**src/design/intt_pkg.sv**
```systemverilog
// ring constants and shared types for the 16-point INTT engine; Q, roots and widths are fixed here
package intt_pkg;

    // ring parameters
    localparam int RING_SIZE  = 16;                   // coefficients per polynomial
    localparam int RING_DEPTH = $clog2(RING_SIZE);    // butterfly stages
    localparam int COEF_W     = 13;                   // bits per coefficient
    localparam int Q          = 7681;                 // prime modulus, Q-1 divisible by 2*RING_SIZE

    // 7098 is the inverse of 7154, which has order 16 mod Q
    localparam logic [COEF_W-1:0] OMEGA_INV = 13'd7098;
    localparam logic [COEF_W-1:0] N_INV     = 13'd7201;   // 16 * 7201 = 1 mod Q

    // addressing
    localparam int ADDR_W    = RING_DEPTH;        // coefficient address
    localparam int TW_ADDR_W = RING_DEPTH - 1;    // twiddle index, RING_SIZE/2 entries

    // latencies in cycles
    localparam int BF_LATENCY = 3;    // mul, reduce, add/sub
    localparam int RD_LATENCY = 1;    // memory and rom read

    // modular reduction
    localparam int PROD_W    = 2 * COEF_W;                // full product width
    localparam int BARRETT_K = PROD_W;
    localparam int BARRETT_M = (1 << BARRETT_K) / Q;      // floor(2^k / Q)

    // scheduling
    // idle gap after each stage so the last write lands before the next stage reads
    localparam int DRAIN_CYCLES = BF_LATENCY + RD_LATENCY + 1;
    localparam int DRAIN_W      = $clog2(DRAIN_CYCLES);
    localparam int STAGE_W      = $clog2(RING_DEPTH + 1); // stages plus the scaling pass

    typedef logic [COEF_W-1:0] coef_t;
    typedef logic [ADDR_W-1:0] addr_t;

    // command FSM of the core
    typedef enum logic [2:0] {
        ST_IDLE,     // waiting for a strobe
        ST_LOAD,     // serial coefficient load
        ST_RUN,      // butterfly stages
        ST_SCALE,    // multiply by N_INV
        ST_READ      // serial readout
    } core_state_e;

    // one butterfly issue from the address generator
    typedef struct packed {
        logic                 valid;
        addr_t                addr_a;    // even leg, or the only operand when scaling
        addr_t                addr_b;    // odd leg, span apart
        logic [TW_ADDR_W-1:0] tw_idx;
        logic                 scale;     // final pass, w forced to N_INV
    } bf_op_t;

    // one butterfly result, written back in place
    typedef struct packed {
        logic  valid;
        addr_t addr_a;
        addr_t addr_b;
        coef_t res_a;    // u + w*v
        coef_t res_b;    // u - w*v
    } bf_res_t;

endpackage

```
**src/design/coef_ram.sv**
```systemverilog
// coefficient store: two writes and two reads per cycle, reads registered, port b wins on collision
`timescale 1ns/100ps

module coef_ram (
    input  logic            clk,
    input  logic            we_a,
    input  logic            we_b,
    input  intt_pkg::addr_t waddr_a,
    input  intt_pkg::addr_t waddr_b,
    input  intt_pkg::coef_t wdata_a,
    input  intt_pkg::coef_t wdata_b,
    input  intt_pkg::addr_t raddr_a,
    input  intt_pkg::addr_t raddr_b,
    output intt_pkg::coef_t rdata_a,
    output intt_pkg::coef_t rdata_b
);
    import intt_pkg::*;

    coef_t mem [RING_SIZE];    // one bank, read port duplicated

    // write side
    always_ff @(posedge clk) begin
        if (we_a) begin
            mem[waddr_a] <= wdata_a;
        end
        if (we_b) begin
            mem[waddr_b] <= wdata_b;    // later assignment, so b overrides a
        end
    end

    // read side, old data on a same-cycle write
    always_ff @(posedge clk) begin
        rdata_a <= mem[raddr_a];
        rdata_b <= mem[raddr_b];
    end

endmodule

```
**src/design/twiddle_rom.sv**
```systemverilog
// inverse twiddle table OMEGA_INV^k mod Q for k < RING_SIZE/2, built at elaboration, 1-cycle read
`timescale 1ns/100ps

module twiddle_rom (
    input  logic                            clk,
    input  logic [intt_pkg::TW_ADDR_W-1:0]  idx,
    output intt_pkg::coef_t                 tw
);
    import intt_pkg::*;

    localparam int TW_SIZE = RING_SIZE / 2;

    coef_t tw_table [TW_SIZE];

    // power of the inverse root, evaluated by the elaborator
    function automatic coef_t tw_pow(input int k);
        int acc;
        acc = 1;
        for (int i = 0; i < k; i++) begin
            acc = (acc * int'(OMEGA_INV)) % Q;    // stays below Q*Q, fits in int
        end
        return coef_t'(acc);
    endfunction

    // constant table
    for (genvar k = 0; k < TW_SIZE; k++) begin : g_tw
        localparam coef_t TW_K = tw_pow(k);
        assign tw_table[k] = TW_K;
    end

    // registered read, lines up with coef_ram
    always_ff @(posedge clk) begin
        tw <= tw_table[idx];
    end

endmodule

```
**src/design/butterfly_unit.sv**
```systemverilog
// 3-stage CT butterfly mod Q; inputs must be reduced (< Q); scale ops give N_INV*v on res_a
`timescale 1ns/100ps

module butterfly_unit (
    input  logic              clk,
    input  logic              reset,
    input  intt_pkg::bf_op_t  op_in,
    input  intt_pkg::coef_t   u,
    input  intt_pkg::coef_t   v,
    input  intt_pkg::coef_t   w,
    output intt_pkg::bf_res_t res_out
);
    import intt_pkg::*;

    logic [BF_LATENCY-1:0] vld_pipe;    // valid travels with the data

    coef_t                 w_eff, u_eff;
    logic [PROD_W-1:0]     prod1;        // stage 1 product
    addr_t                 a1, b1, a2, b2, a3, b3;
    coef_t                 u1, u2, p2;
    coef_t                 res_a3, res_b3;

    logic [PROD_W+COEF_W:0] bar_mul;     // prod * m, < 2^40
    logic [COEF_W:0]        bar_q;       // quotient estimate
    logic [COEF_W+1:0]      bar_r;       // < 2Q
    coef_t                  red;
    logic [COEF_W:0]        sum;
    coef_t                  sum_mod, diff_mod;

    // scaling pass: w = N_INV, u = 0
    assign w_eff = op_in.scale ? N_INV : w;
    assign u_eff = op_in.scale ? '0 : u;

    // barrett reduction of the stage 1 product
    always_comb begin
        bar_mul = prod1 * (PROD_W+COEF_W+1)'(BARRETT_M);
        bar_q   = bar_mul[BARRETT_K +: COEF_W+1];
        bar_r   = (COEF_W+2)'(prod1 - bar_q * Q);     // estimate is at most one low
        red     = (bar_r >= Q) ? coef_t'(bar_r - Q) : coef_t'(bar_r);
    end

    // modular add and subtract
    always_comb begin
        sum      = {1'b0, u2} + {1'b0, p2};
        sum_mod  = (sum >= Q) ? coef_t'(sum - Q) : coef_t'(sum);
        diff_mod = (u2 >= p2) ? coef_t'(u2 - p2) : coef_t'(u2 + Q - p2);
    end

    always_ff @(posedge clk or posedge reset) begin
        if (reset) begin
            vld_pipe <= '0;
        end else begin
            vld_pipe <= {vld_pipe[BF_LATENCY-2:0], op_in.valid};
        end
    end

    // datapath, no reset needed
    always_ff @(posedge clk) begin
        prod1  <= w_eff * v;    // stage 1
        u1     <= u_eff;
        a1     <= op_in.addr_a;
        b1     <= op_in.addr_b;
        p2     <= red;          // stage 2
        u2     <= u1;
        a2     <= a1;
        b2     <= b1;
        res_a3 <= sum_mod;      // stage 3
        res_b3 <= diff_mod;
        a3     <= a2;
        b3     <= b2;
    end

    assign res_out = '{valid: vld_pipe[BF_LATENCY-1], addr_a: a3, addr_b: b3,
                       res_a: res_a3, res_b: res_b3};

endmodule

```
**src/design/intt_addr_gen.sv**
```systemverilog
// DIT schedule on bit-reversed data, then one scale op per address; run is ignored while active
`timescale 1ns/100ps

module intt_addr_gen (
    input  logic             clk,
    input  logic             reset,
    input  logic             run,
    output intt_pkg::bf_op_t op,
    output logic             finished
);
    import intt_pkg::*;

    logic               active;     // a run is in progress
    logic               issuing;    // emitting ops, else draining
    logic [STAGE_W-1:0] stage;      // RING_DEPTH means scaling pass
    addr_t              pair;       // butterfly pair, or address when scaling
    logic [DRAIN_W-1:0] drain;

    logic  scale_pass;
    addr_t last_pair;
    addr_t low_mask;    // bits of j inside the group
    addr_t half;        // span m = 2^stage
    addr_t bf_a;
    logic [TW_ADDR_W-1:0] tw_j;

    assign scale_pass = (stage == STAGE_W'(RING_DEPTH));
    assign last_pair  = scale_pass ? addr_t'(RING_SIZE - 1) : addr_t'(RING_SIZE / 2 - 1);

    always_comb begin
        low_mask = '0;
        half     = '0;
        tw_j     = '0;
        if (!scale_pass) begin
            half     = addr_t'(1) << stage;
            low_mask = half - addr_t'(1);
            // j * RING_SIZE/(2m) == j << (RING_DEPTH-1-stage)
            tw_j = TW_ADDR_W'((pair & low_mask) << (STAGE_W'(RING_DEPTH - 1) - stage));
        end
        bf_a = ((pair & ~low_mask) << 1) | (pair & low_mask);   // zero inserted at bit 'stage'
    end

    always_comb begin
        op.valid  = active && issuing;
        op.scale  = scale_pass;
        op.addr_a = scale_pass ? pair : bf_a;
        op.addr_b = scale_pass ? pair : (bf_a | half);   // a + m, bit is clear in a
        op.tw_idx = tw_j;
    end

    always_ff @(posedge clk or posedge reset) begin
        if (reset) begin
            active   <= 1'b0;
            issuing  <= 1'b0;
            stage    <= '0;
            pair     <= '0;
            drain    <= '0;
            finished <= 1'b0;
        end else begin
            finished <= 1'b0;
            if (!active) begin
                if (run) begin
                    active  <= 1'b1;
                    issuing <= 1'b1;
                    stage   <= '0;
                    pair    <= '0;
                end
            end else if (issuing) begin
                if (pair == last_pair) begin
                    issuing <= 1'b0;    // stage issued, let the pipeline empty
                    drain   <= '0;
                end else begin
                    pair <= pair + addr_t'(1);
                end
            end else if (drain == DRAIN_W'(DRAIN_CYCLES - 1)) begin
                if (scale_pass) begin
                    active   <= 1'b0;
                    finished <= 1'b1;   // last scaled value already written
                end else begin
                    stage   <= stage + STAGE_W'(1);
                    pair    <= '0;
                    issuing <= 1'b1;
                end
            end else begin
                drain <= drain + DRAIN_W'(1);
            end
        end
    end

endmodule

```
**src/design/intt_core.sv**
```systemverilog
// INTT top: 1-cycle strobes, no back-pressure, strobes outside idle dropped; load > start > read
`timescale 1ns/100ps

module intt_core (
    input  logic            clk,
    input  logic            reset,
    input  logic            load,
    input  logic            start,
    input  logic            read,
    input  intt_pkg::coef_t din,
    output logic            done,
    output logic            dout_valid,
    output intt_pkg::coef_t dout
);
    import intt_pkg::*;

    core_state_e state;
    addr_t       ld_cnt;      // natural index of the incoming coefficient
    addr_t       rd_cnt;      // natural index being read out
    logic        cmd_load, cmd_start, cmd_read;
    logic        ld_fire, rd_fire;
    logic [RD_LATENCY-1:0] rd_pipe;    // read request to data valid

    bf_op_t  op, op_d;
    bf_res_t res;
    logic    finished;

    logic  we_a, we_b;
    addr_t waddr_a, waddr_b, raddr_a, raddr_b;
    coef_t wdata_a, wdata_b, rdata_a, rdata_b;
    coef_t tw, bf_v;

    function automatic addr_t bit_rev(input addr_t a);
        addr_t r;
        for (int i = 0; i < ADDR_W; i++) begin
            r[i] = a[ADDR_W-1-i];
        end
        return r;
    endfunction

    // strobes only count in idle
    assign cmd_load  = (state == ST_IDLE) && load;
    assign cmd_start = (state == ST_IDLE) && start && !load;
    assign cmd_read  = (state == ST_IDLE) && read && !load && !start;

    assign ld_fire = cmd_load || (state == ST_LOAD);    // first word rides with the strobe
    assign rd_fire = cmd_read || (state == ST_READ);

    always_ff @(posedge clk or posedge reset) begin
        if (reset) begin
            state  <= ST_IDLE;
            ld_cnt <= '0;
            rd_cnt <= '0;
        end else begin
            case (state)
                ST_IDLE: begin
                    if (cmd_load) begin
                        state  <= ST_LOAD;
                        ld_cnt <= ld_cnt + addr_t'(1);
                    end else if (cmd_start) begin
                        state <= ST_RUN;
                    end else if (cmd_read) begin
                        state  <= ST_READ;
                        rd_cnt <= rd_cnt + addr_t'(1);
                    end
                end
                ST_LOAD: begin
                    ld_cnt <= ld_cnt + addr_t'(1);    // wraps back to 0
                    if (ld_cnt == addr_t'(RING_SIZE - 1)) state <= ST_IDLE;
                end
                ST_RUN: begin
                    if (op.valid && op.scale) state <= ST_SCALE;   // stages drained
                end
                ST_SCALE: begin
                    if (finished) state <= ST_IDLE;
                end
                ST_READ: begin
                    rd_cnt <= rd_cnt + addr_t'(1);
                    if (rd_cnt == addr_t'(RING_SIZE - 1)) state <= ST_IDLE;
                end
                default: state <= ST_IDLE;
            endcase
        end
    end

    // memory port muxing
    always_comb begin
        raddr_a = rd_fire ? rd_cnt : op.addr_a;
        raddr_b = op.addr_b;
        we_a    = res.valid;
        waddr_a = res.addr_a;
        wdata_a = res.res_a;
        if (ld_fire) begin
            we_a    = 1'b1;
            waddr_a = bit_rev(ld_cnt);    // stored bit-reversed for the DIT schedule
            wdata_a = din;
        end
        we_b    = res.valid && (state != ST_SCALE);    // scaling writes a only
        waddr_b = res.addr_b;
        wdata_b = res.res_b;
    end

    // op lines up with the registered operands
    always_ff @(posedge clk or posedge reset) begin
        if (reset) op_d <= '0;
        else       op_d <= op;
    end

    assign bf_v = op_d.scale ? rdata_a : rdata_b;    // scale operand comes from port a

    // status and output, registered
    always_ff @(posedge clk or posedge reset) begin
        if (reset) begin
            done       <= 1'b0;
            rd_pipe    <= '0;
            dout_valid <= 1'b0;
            dout       <= '0;
        end else begin
            done       <= finished;
            rd_pipe    <= (rd_pipe << 1) | RD_LATENCY'(rd_fire);
            dout_valid <= rd_pipe[RD_LATENCY-1];
            dout       <= rd_pipe[RD_LATENCY-1] ? rdata_a : '0;
        end
    end

    coef_ram u_ram (
        .clk(clk), .we_a(we_a), .we_b(we_b),
        .waddr_a(waddr_a), .waddr_b(waddr_b), .wdata_a(wdata_a), .wdata_b(wdata_b),
        .raddr_a(raddr_a), .raddr_b(raddr_b), .rdata_a(rdata_a), .rdata_b(rdata_b)
    );

    twiddle_rom u_rom (.clk(clk), .idx(op.tw_idx), .tw(tw));

    butterfly_unit u_bf (
        .clk(clk), .reset(reset), .op_in(op_d),
        .u(rdata_a), .v(bf_v), .w(tw), .res_out(res)
    );

    intt_addr_gen u_agen (
        .clk(clk), .reset(reset), .run(cmd_start), .op(op), .finished(finished)
    );

endmodule

```
**config.mk**
```make
export PLATFORM = sky130hd
export DESIGN_NAME = intt_core
export DESIGN_NICKNAME = d
export VERILOG_FILES = /design/src/design/intt_pkg.sv /design/src/design/coef_ram.sv /design/src/design/twiddle_rom.sv /design/src/design/butterfly_unit.sv /design/src/design/intt_addr_gen.sv /design/src/design/intt_core.sv
export SDC_FILE = /design/constraint.sdc
export NUM_CORES = 1
export LEC_CHECK = 0
export ABC_CLOCK_PERIOD_IN_PS = 8500
export BUFFER_PORTS_ARGS = -buffer_cell sky130_fd_sc_hd__buf_2
export CORE_ASPECT_RATIO = 2
export CORE_MARGIN = 5
export CORE_UTILIZATION = 61
export CTS_BUF_LIST = sky130_fd_sc_hd__clkbuf_8
export CTS_CLUSTER_SIZE = 8
export DETAILED_ROUTE_END_ITERATION = 12
export PLACE_DENSITY = 0.75
export RECOVER_POWER = 100
export SETUP_SLACK_MARGIN = 0.15
export SYNTH_ARGS = -nofsm -noshare
export SYNTH_HDL_FRONTEND = slang
export SYNTH_SLANG_ARGS = --single-unit
export TNS_END_PERCENT = 50
```
**constraint.sdc**
```tcl
create_clock -name clk -period 8.5 [get_ports clk]
set_input_delay 0.85 -clock clk [delete_from_list [all_inputs] [get_ports clk]]
set_output_delay 0.85 -clock clk [all_outputs]
set_load 0.03 [all_outputs]
```
; ---- Word-level counts from Yosys, hierarchy flattened
; Memories as Yosys holds them, arrays and structs flattened. A register that Yosys moved wholly into a read port is not among the register bits.
; Cells that the tools add are included.
[word_totals]
out_inout_bits = 15
wordCells = 173
in_bits = 18
ramBits = 208
mem_bits_ro = 104
mem_count = 2
register_bits = 168
[classes]
mux = 62
n_reduce_logical = 23
multipliers = 3
eq_ne = 27
shift = 2
add_sub_neg = 14
n_lt_le_gt_ge = 3
bitwise = 7
[mem_list]
columns = memory, words, width, read_ports, rd_clocked_by_memory_dff, write_ports, line_no
row1 = u_ram.mem, 16, 13, 2, 2, 2, coef_ram.sv:19  ; coef_t mem [RING_SIZE];
row2 = (name not given), 8, 13, 1, 1, 0, twiddle_rom.sv:33  ; tw <= tw_table[idx];
[ops]
columns = cell, count
row1 = $mux 13, 7
row2 = $mux 4, 17
row3 = $mux 3, 16
row4 = $mul 26x9->35 const B, 1
row5 = $mul 13x13->26, 1
row6 = $sub 13x13->13, 2
row7 = $sub 13x13->13 const B, 2
row8 = $mux 1, 19
row9 = $ne 2x2->1 const B, 9
row10 = $pmux 4 s2, 2
row11 = $ge 15x13->1 const B, 1
row12 = $mul 14x13->15 const B, 1
row13 = $pmux 3 s5, 1
row14 = $sub 15x15->15, 1
row15 = $add 13x13->14, 1
row16 = $ge 14x13->1 const B, 1
row17 = $add 13x13->13 const B, 1
row18 = $ge 13x13->1, 1
row19 = $add 4x1->4 const B, 3
row20 = $reduce_and 4->1, 3
row21 = $eq 3x3->1 const B, 3
row22 = $logic_and 1x1->1, 9
row23 = $ne 3x3->1 const B, 3
row24 = $and 4x4->4, 2
row25 = other kinds (23), 34

; ---- Longest topological paths before layout
; Gate-level depths: netlist (run 1).
[logic_depth]
depth_word = 8
ltp_mapped = 31

; ---- By module
; From an unflattened synthesis (run 1), not the netlist that was laid out.
[unflattened]
cells_unflattened = 2586
area_unflattened_um2 = 30042.6
[by_module_without_submodules]
columns = module, instances, cells_per_inst, area_each_um2
row1 = butterfly_unit, 1, 1524, 13963.4
row2 = coef_ram, 1, 756, 12629.6
row3 = intt_core, 1, 140, 1934.4
row4 = intt_addr_gen, 1, 123, 1051.0
row5 = twiddle_rom, 1, 43, 464.2

; ---- Least setup slack after synthesis (run 1)
; OpenSTA, ideal clock, no wires.
[synth_path]
path_type = flip-flop to flip-flop
start = register u_bf.prod1[12]
end = register u_bf.p2[9]
slack_ns = 1.128
path_stages_with_launch = 30
t_arrival_ns = 7.298
path_cell_list = dfxtp_1 > ha_1 > inv_1 > fa_1 > inv_1 > ha_1 > ha_1 > and4_4 > and2_4 > a22o_4 > or3_1 > buf_2 > a21oi_1 > xnor2_1 > xor2_1 > ha_1 > inv_1 > fa_1 > ha_1 > fa_1 > ha_1 > fa_1 > inv_1 > ha_1 > nand2_1 > nor4b_1 > a22oi_1 > mux2_4 > or2_2 > a31oi_1
[synth_between]
elab_chain_len = 5
word_cells_on_any_way = 6
[synth_lines]
columns = item, line_no
row1 = start: declaration, butterfly_unit.sv:18  ; logic [PROD_W-1:0] prod1;
row2 = start signal: assignment, butterfly_unit.sv:59  ; prod1 <= w_eff * v;
row3 = $mul 26x9->35, butterfly_unit.sv:36  ; bar_mul = prod1 * (PROD_W+COEF_W+1)'(BARRETT_M);
row4 = $mul 14x13->15, butterfly_unit.sv:38  ; bar_r = (COEF_W+2)'(prod1 - bar_q * Q);
row5 = $sub 15x15->15 (*), butterfly_unit.sv:38
row6 = $sub 13x13->13 or $ge 15x13->1 (tied branches), butterfly_unit.sv:39  ; red = (bar_r >= Q) ? coef_t'(bar_r - Q) : coef_t'(bar_r);
row7 = $mux 13 (*), butterfly_unit.sv:39
row8 = named net u_bf.red[9], butterfly_unit.sv:26  ; coef_t red;
row9 = end signal: assignment, butterfly_unit.sv:63  ; p2 <= red;
row10 = end: declaration, butterfly_unit.sv:20  ; coef_t u1, u2, p2;
; Mark *: on every way through the listed nets, which the timed path passes. The rest lies on a longest branch.
; A chain may end at the register's enable or synchronous reset.

; ---- Worst setup path after layout (run 1)
[layout_path]
start = register u_agen.stage[1]
end = register u_ram.rdata_b[1] (read register of u_ram.mem)
[layout_between]
elab_chain_len = 8
word_cells_on_any_way = 11
[layout_lines]
columns = item, line_no
row1 = start: declaration, intt_addr_gen.sv:15  ; logic [STAGE_W-1:0] stage;
row2 = start signal: assignment, intt_addr_gen.sv:79  ; stage <= stage + STAGE_W'(1);
row3 = $shl 1x3->4, intt_addr_gen.sv:34  ; half = addr_t'(1) << stage;
row4 = $sub 4x1->4, intt_addr_gen.sv:35  ; low_mask = half - addr_t'(1);
row5 = $mux 4, intt_addr_gen.sv:33  ; if (!scale_pass) begin
row6 = $not 3->3, intt_addr_gen.sv:39  ; bf_a = ((pair & ~low_mask) << 1) | (pair & low_mask);
row7 = $and 3x3->3, intt_addr_gen.sv:39
row8 = $or 4x4->4, intt_addr_gen.sv:39
row9 = $or 4x4->4, intt_addr_gen.sv:46  ; op.addr_b = scale_pass ? pair : (bf_a | half);
row10 = $mux 4 (*), intt_addr_gen.sv:46
row11 = end: declaration, coef_ram.sv:15  ; output intt_pkg::coef_t rdata_b
; Every way passes the cells marked *; elsewhere a longest branch is shown, timed or not.

==> run metrics, run 1 <==
synth warn 0; Clock Latency Late Sink 0.66 ns; Final Max Slew Viols 520; antenna violations before repair 2; top cell type's share of synthesized area 0.2089; first-pass GRT wire length 144300 um; number of CTS-inserted buffers 66; worst reg-to-reg setup slack 0.39 ns; max capacitance violation total 17; final setup fails 0; startpoint types flop; crit path DAT 8.63 ns; Crit Path Class reg2reg; clk sinks 414; io pins 33; CP cell instances inv_1 -> ha_1 -> a21oi_4 -> buf_2 -> inv_1 -> clkbuf_1 -> nand2_1 -> and3_1 -> a311oi_1 -> a311oi_1 -> a31oi_1; Initial Util 0.6165; Worst Hold Class reg2reg; CTS clock-pin slew for the worst setup and hold paths 0.06 ns; crit-path max cell delay 2.96 ns; CP max FO 105; Seq/Total Area, Yosys 0.3557; EDFF count, synth 208; DR DRC count 0; RSZ-0062 raised after global routing false; GP Congestion 1.078; largest cells by area after synthesis edfxtp_1 (21%), ha_1 (11%), fa_1 (11%); Hold Buf Count CTS 0; Core Area 48500 sq um; top-count cell post-synth nand2_1; Largest delay share family, worst path buffers and inverters; Clock Tree Root clkbuf_8; Layout area overhead 5.930%; nets 3750; Seq cells post-synth 414; Achievable Freq 123.4 MHz; Synthesized Nets 3795; ys flop type edfxtp_1; via count 25280; Slowest-stage cell, CP clkbuf_1; Hold Fails Final Rpt 0; Synth cell types 83; Vias/cell 6.310; Worst Skew 0.05629 ns; H-tree Lvls 3; DRT antenna net count 0; fin crit share 0.9535; Worst Path Buf+Inv 4; DIE WIDTH 166.5 um; Sum Neg Setup Slack 0 ns; Worst-Margin Slew 4.140 ns; port bufs 32; Final HPWL DP 68170 um; Max Root-Sink Buffers 3; Synth area leader edfxtp_1; cell area after synthesis 29900 sq um; share of cells above drive strength 1 0.04752; CTS tree built; Worst Path Required 9.02 ns; pin count of the biggest net entering global routing 106; Avg Cell Area, Syn 8.883 sq um; die height 323.1 um; post-DR wirelength/cell 23.78 um; Slew headroom -1.760; Hold WS 0.3117 ns; drt first pass iters 7; endpoint class of the critical path flop; Die ar. 53810 sq um; row cnt 114; vias in the first global route 25950; global-route usage over all layers 0.3495; status complete, but fails checks; Initial DRC Count 2431; GRT overflow 0; Routed WL 95270 um; fin crit period 8.105 ns; failing checks capacitance limit, slew limit; post-synthesis cell count 3366; Post-synth ARST share 0.1280; synth cell count leaders nand2_1 (497), a21oi_1 (346), inv_1 (295), nor2_1 (286), ha_1 (253); Util after Layout 0.6531
[state kept, by name (all words and copies together), names as in the netlist, 10 cells and up]
register,flops
u_bf.p2,13
u_bf.u1,13
u_ram.rdata_b,13
u_ram.mem,208
u_ram.rdata_a,13
u_rom.tw,12
u_bf.u2,13
u_bf.res_a3,13
u_bf.prod1,26
op_d,10
dout,13
u_bf.res_b3,13
[final timing paths]
kind                                              from                  endpoint  cells after the start
max                        u_agen.stage[1]$_DFFE_PP0P_  u_ram.rdata_b[1]$_DFF_P_                     11
min                              u_bf.u1[1]$_SDFF_PP0_        u_bf.u2[1]$_DFF_P_                      0
max reg2reg                u_agen.stage[1]$_DFFE_PP0P_  u_ram.rdata_b[1]$_DFF_P_                     11
min reg2reg                      u_bf.u1[1]$_SDFF_PP0_        u_bf.u2[1]$_DFF_P_                      0
max in group asynchronous                        reset        dout[10]$_DFF_PP0_                      3
min in group asynchronous                        reset      state[0]$_DFFE_PP0P_                      3
[through the flow]
stage / setup slack, ns / instances / cell area, sq um
floorplan: 1.128 / 3366 / 29900
global placement: 0.3905 / 3891 / 30630
detailed placement: 0.2109 / 3891 / 30630
CTS: 0.2583 / 4005 / 31840
global route: 0.1168 / 4006 / 31670
finish: 0.3949 / 4007 / 31670
[cell type report]
type / count / area, sq um
Antenna cell: 2 / 5.005
Clock buffer: 69 / 949.7
Clock inverter: 45 / 255.2
Fill cell: 4071 / 16820
Inverter: 297 / 1115
Multi-Input combinational cell: 2448 / 17430
Sequential cell: 414 / 10640
Tap cell: 638 / 798.3
Timing Repair Buffer: 94 / 476.7
[placed cells by master (no fill, tap or decap), types with 5 or more instances in the layout]
master / netlist / final
xnor2_1: 76 / 76
fa_1: 158 / 158
nand4_1: 7 / 7
edfxtp_1: 208 / 208
ha_1: 253 / 253
nand2b_1: 10 / 10
o22ai_1: 4 / 5
nor3_1: 31 / 31
nand2_1: 497 / 496
a21o_1: 32 / 32
mux2i_1: 22 / 20
dfrtp_1: 53 / 53
nor4_1: 4 / 5
a31oi_1: 54 / 54
clkbuf_1: 180 / 49
a311oi_1: 53 / 53
or3_1: 6 / 6
o21bai_1: 16 / 16
o211ai_1: 11 / 11
dfxtp_1: 153 / 151
a21oi_1: 346 / 343
a211oi_1: 73 / 73
buf_2: 2 / 18
nor2b_1: 45 / 45
inv_1: 295 / 328
and2_1: 106 / 95
xor2_1: 35 / 35
and3_1: 20 / 20
o21ai_0: 57 / 58
nor3b_1: 7 / 7
nor2_1: 286 / 285
clkbuf_8: 0 / 69
and2_0: 7 / 18
nand3_1: 131 / 130
o2111ai_1: 6 / 6
or2_2: 5 / 5
buf_4: 1 / 27
o21a_1: 15 / 15
[worst reg2reg max path: stages, from the launching register on]
cell	delay, ns
dfrtp_1	0.42
inv_1	0.20
ha_1	0.36
a21oi_4	0.08
buf_2	0.73
inv_1	1.42
clkbuf_1	2.96
nand2_1	0.30
and3_1	0.34
a311oi_1	0.42
a311oi_1	0.26
a31oi_1	0.47
[kinds of logic after synthesis]
family	count (synthesis)	share of synthesized area
and+or+nand+nor	1180	0.1767
AOI/OAI and AO/OA	719	0.1499
buffers and inverters	504	0.06403
DFF	414	0.3557
adders and majority gates	411	0.2117
xor gates and xnor gates	111	0.03252
muxes	27	0.009499
[routing by layer]
layer | vias to the layer above | track usage | wire length [um]
li1 | 11350 | - | -
met1 | 11950 | 0.3378 | 28450
met2 | 1421 | 0.6321 | 48450
met3 | 559 | 0.06053 | 7560
met4 | 2 | 0.3101 | 10800
met5 | - | 0 | 7
[repair_timing]
item / 4_1_cts / 5_1_grt
resized for setup: 0 / 6
endpoints found under the setup margin: 0 / 13
buffers inserted: 0 / 0
Power of run 1 is not shown: default switching activity piles up to over one toggle a cycle in this logic, so the estimate is an artifact.
==> run 2: changes to the inputs <==
--- a/config.mk
+++ b/config.mk
@@ -5,10 +5,9 @@
 export SDC_FILE = /design/constraint.sdc
 export NUM_CORES = 1
 export LEC_CHECK = 0
-export ABC_CLOCK_PERIOD_IN_PS = 8500
 export BUFFER_PORTS_ARGS = -buffer_cell sky130_fd_sc_hd__buf_2
 export CORE_ASPECT_RATIO = 2
-export CORE_MARGIN = 5
+export CORE_MARGIN = 2
 export CORE_UTILIZATION = 61
 export CTS_BUF_LIST = sky130_fd_sc_hd__clkbuf_8
 export CTS_CLUSTER_SIZE = 8
==> run 2 against run 1 <==
Against the previous run:
- the flow still finishes with violations (capacitance limit, slew limit)
- critical endpoint is now u_bf.p2[9]$_DFF_P_
- non-clock buffer count shrank 4
- critical path depth grew 18
- setup slack gained 0.12 ns
- flip-flop and latch count is the same
- register-to-register slack gained 0.12 ns
- fmax grew 1.5%
- routed wire length grew 0.40%
- count of clock-buffer cells in the layout shrank 5
- cell area shrank 0.60%
- clock skew shrank 0.033 ns
- hold slack gained 0.0097 ns
- first-iteration DRC count grew 0.45%
==> run metrics, run 2 (same netlist as run 1, synthesis figures left out) <==
Worst Hold Class reg2reg; drt first pass iters 7; worst reg-to-reg setup slack 0.51 ns; Sum Neg Setup Slack 0 ns; final setup fails 0; pin count of the biggest net entering global routing 84; commonest non-fill, non-tap cell in the layout nand2_1; CP max FO 16; Clock Tree Root clkbuf_8; DR DRC count 0; H-tree Lvls 2; endpoint class of the critical path flop; GP Congestion 0.9577; antenna violations before repair 3; Max Root-Sink Buffers 3; status complete, but fails checks; reg2reg end u_bf.p2[9]$_DFF_P_; row cnt 114; Slowest-stage cell, CP fa_1; Initial DRC Count 2442; Hold Fails Final Rpt 0; fin crit share 0.9397; RSZ-0062 raised after global routing false; Hold Path Cell Cnt 0; CTS clock-pin slew for the worst setup and hold paths 0.07 ns; Final HPWL DP 69420 um; Slew headroom -1.152; max reg flops 208; Core Area 48350 sq um; failing checks capacitance limit, slew limit; Routed WL 95650 um; fin crit period 7.988 ns; post-DR wirelength/cell 23.97 um; nets 3740; Hold Path Sink u_bf.u2[12]$_DFF_P_; Top reg by flops u_ram.mem; commonest cells after routing, fill and taps aside nand2_1 (496), a21oi_1 (342), inv_1 (330); Worst-Margin Slew 3.227 ns; setup bufs post-CTS 0; vias in the first global route 25340; max capacitance violation total 12; die height 317.1 um; Worst Skew 0.02365 ns; crit path DAT 8.59 ns; Hold Buf Count CTS 0; Vias/cell 6.261; io pins 33; DIE WIDTH 160.5 um; number of CTS-inserted buffers 60; r2r worst-path depth 29; crit-path max cell delay 0.51 ns; FF-to-FF Start u_bf.prod1[12]$_DFF_P_; via count 24990; share of cells above drive strength 1 0.04326; Top cell by count, worst path ha_1; Die ar. 50910 sq um; Crit Path Class reg2reg; global-route usage over all layers 0.3732; GRT overflow 0; CTS tree built; hold path start u_bf.u1[12]$_SDFF_PP0_; Final Max Slew Viols 374; Achievable Freq 125.2 MHz; first-pass GRT wire length 142100 um; DRT antenna net count 0; port bufs 32; clk sinks 414; Layout area overhead 5.294%; Initial Util 0.6183; Clock Latency Late Sink 0.68 ns; Worst Path Required 9.11 ns; Largest regs u_ram.mem (208), u_bf.prod1 (26); startpoint types flop
==> run 2: changes by cell type in the layout (fill, tap and decap cells not counted), sizes merged <==
| cell | before | now |
|---|---|---|
| clkinv | 9 | 2 |
| buf | 45 | 40 |
| clkbuf | 118 | 114 |
| inv | 329 | 333 |
| bufinv | 2 | 0 |
| clkinvlp | 2 | 1 |
| diode | 2 | 1 |
==> run 2: metal layers <==
metal  part of all wire  GRT usage  vias up
li1                   -          -    11330
met1               0.29     0.3356    11800
met2               0.51     0.6816     1359
met3              0.077    0.06339      504
met4               0.13     0.3849        2
met5           0.000094          0        -
==> run 2: how the worst max path moves through the flow <==
stage                                 startpoint            endpoint  slack, ns
after floorplan           u_bf.prod1[12]$_DFF_P_  u_bf.p2[9]$_DFF_P_       1.13
after global placement    u_bf.prod1[12]$_DFF_P_  u_bf.p2[9]$_DFF_P_       0.46
after detailed placement  u_bf.prod1[12]$_DFF_P_  u_bf.p2[9]$_DFF_P_       0.37
after CTS                 u_bf.prod1[12]$_DFF_P_  u_bf.p2[9]$_DFF_P_       0.36
after global routing      u_bf.prod1[12]$_DFF_P_  u_bf.p2[9]$_DFF_P_       0.08
final                     u_bf.prod1[12]$_DFF_P_  u_bf.p2[9]$_DFF_P_       0.51
==> run 2: worst max-delay path, delay by kind of cell (launching register included) <==
family / cells / cell delay [ns]
compound gates: 8 / 1.39
mux: 1 / 0.43
buf+inv: 4 / 0.21
xor+xnor: 2 / 0.38
fa+ha+maj: 11 / 4.09
simple gates: 3 / 1.00
flops: 1 / 0.39
==> run 2: stage by stage <==
step / std cells / cell area [sq um] / hold WS [ns] / worst slack (ns) / util
after global placement: 3887 / 30610 / 0.3109 / 0.4599 / 0.6330
after detailed placement: 3887 / 30610 / 0.3121 / 0.3660 / 0.6330
after CTS: 3990 / 31650 / 0.3216 / 0.3557 / 0.6546
after floorplan: 3366 / 29900 / 0.3096 / 1.128 / -
final: 3991 / 31480 / 0.3213 / 0.5123 / 0.6511
after global routing: 3991 / 31480 / 0.3293 / 0.07897 / 0.6511
==> run 2: what timing repair did <==
item | 4_1_cts | 5_1_grt
endpoints found under the setup margin | 0 | 13
resized for setup | 0 | 3
endpoints found under the hold margin | 0 | 0
==> run 2: final cells by class <==
type / count / area, sq um
inverters: 297 / 1115
repair buffers: 90 / 446.7
clock inverters: 39 / 163.9
fillers: 3951 / 16870
flip-flops and latches: 414 / 10640
well taps: 638 / 798.3
diodes: 1 / 2.502
multi-input cells: 2448 / 17440
clock buffers: 64 / 880.8
Power of run 2 is left out for the same reason.
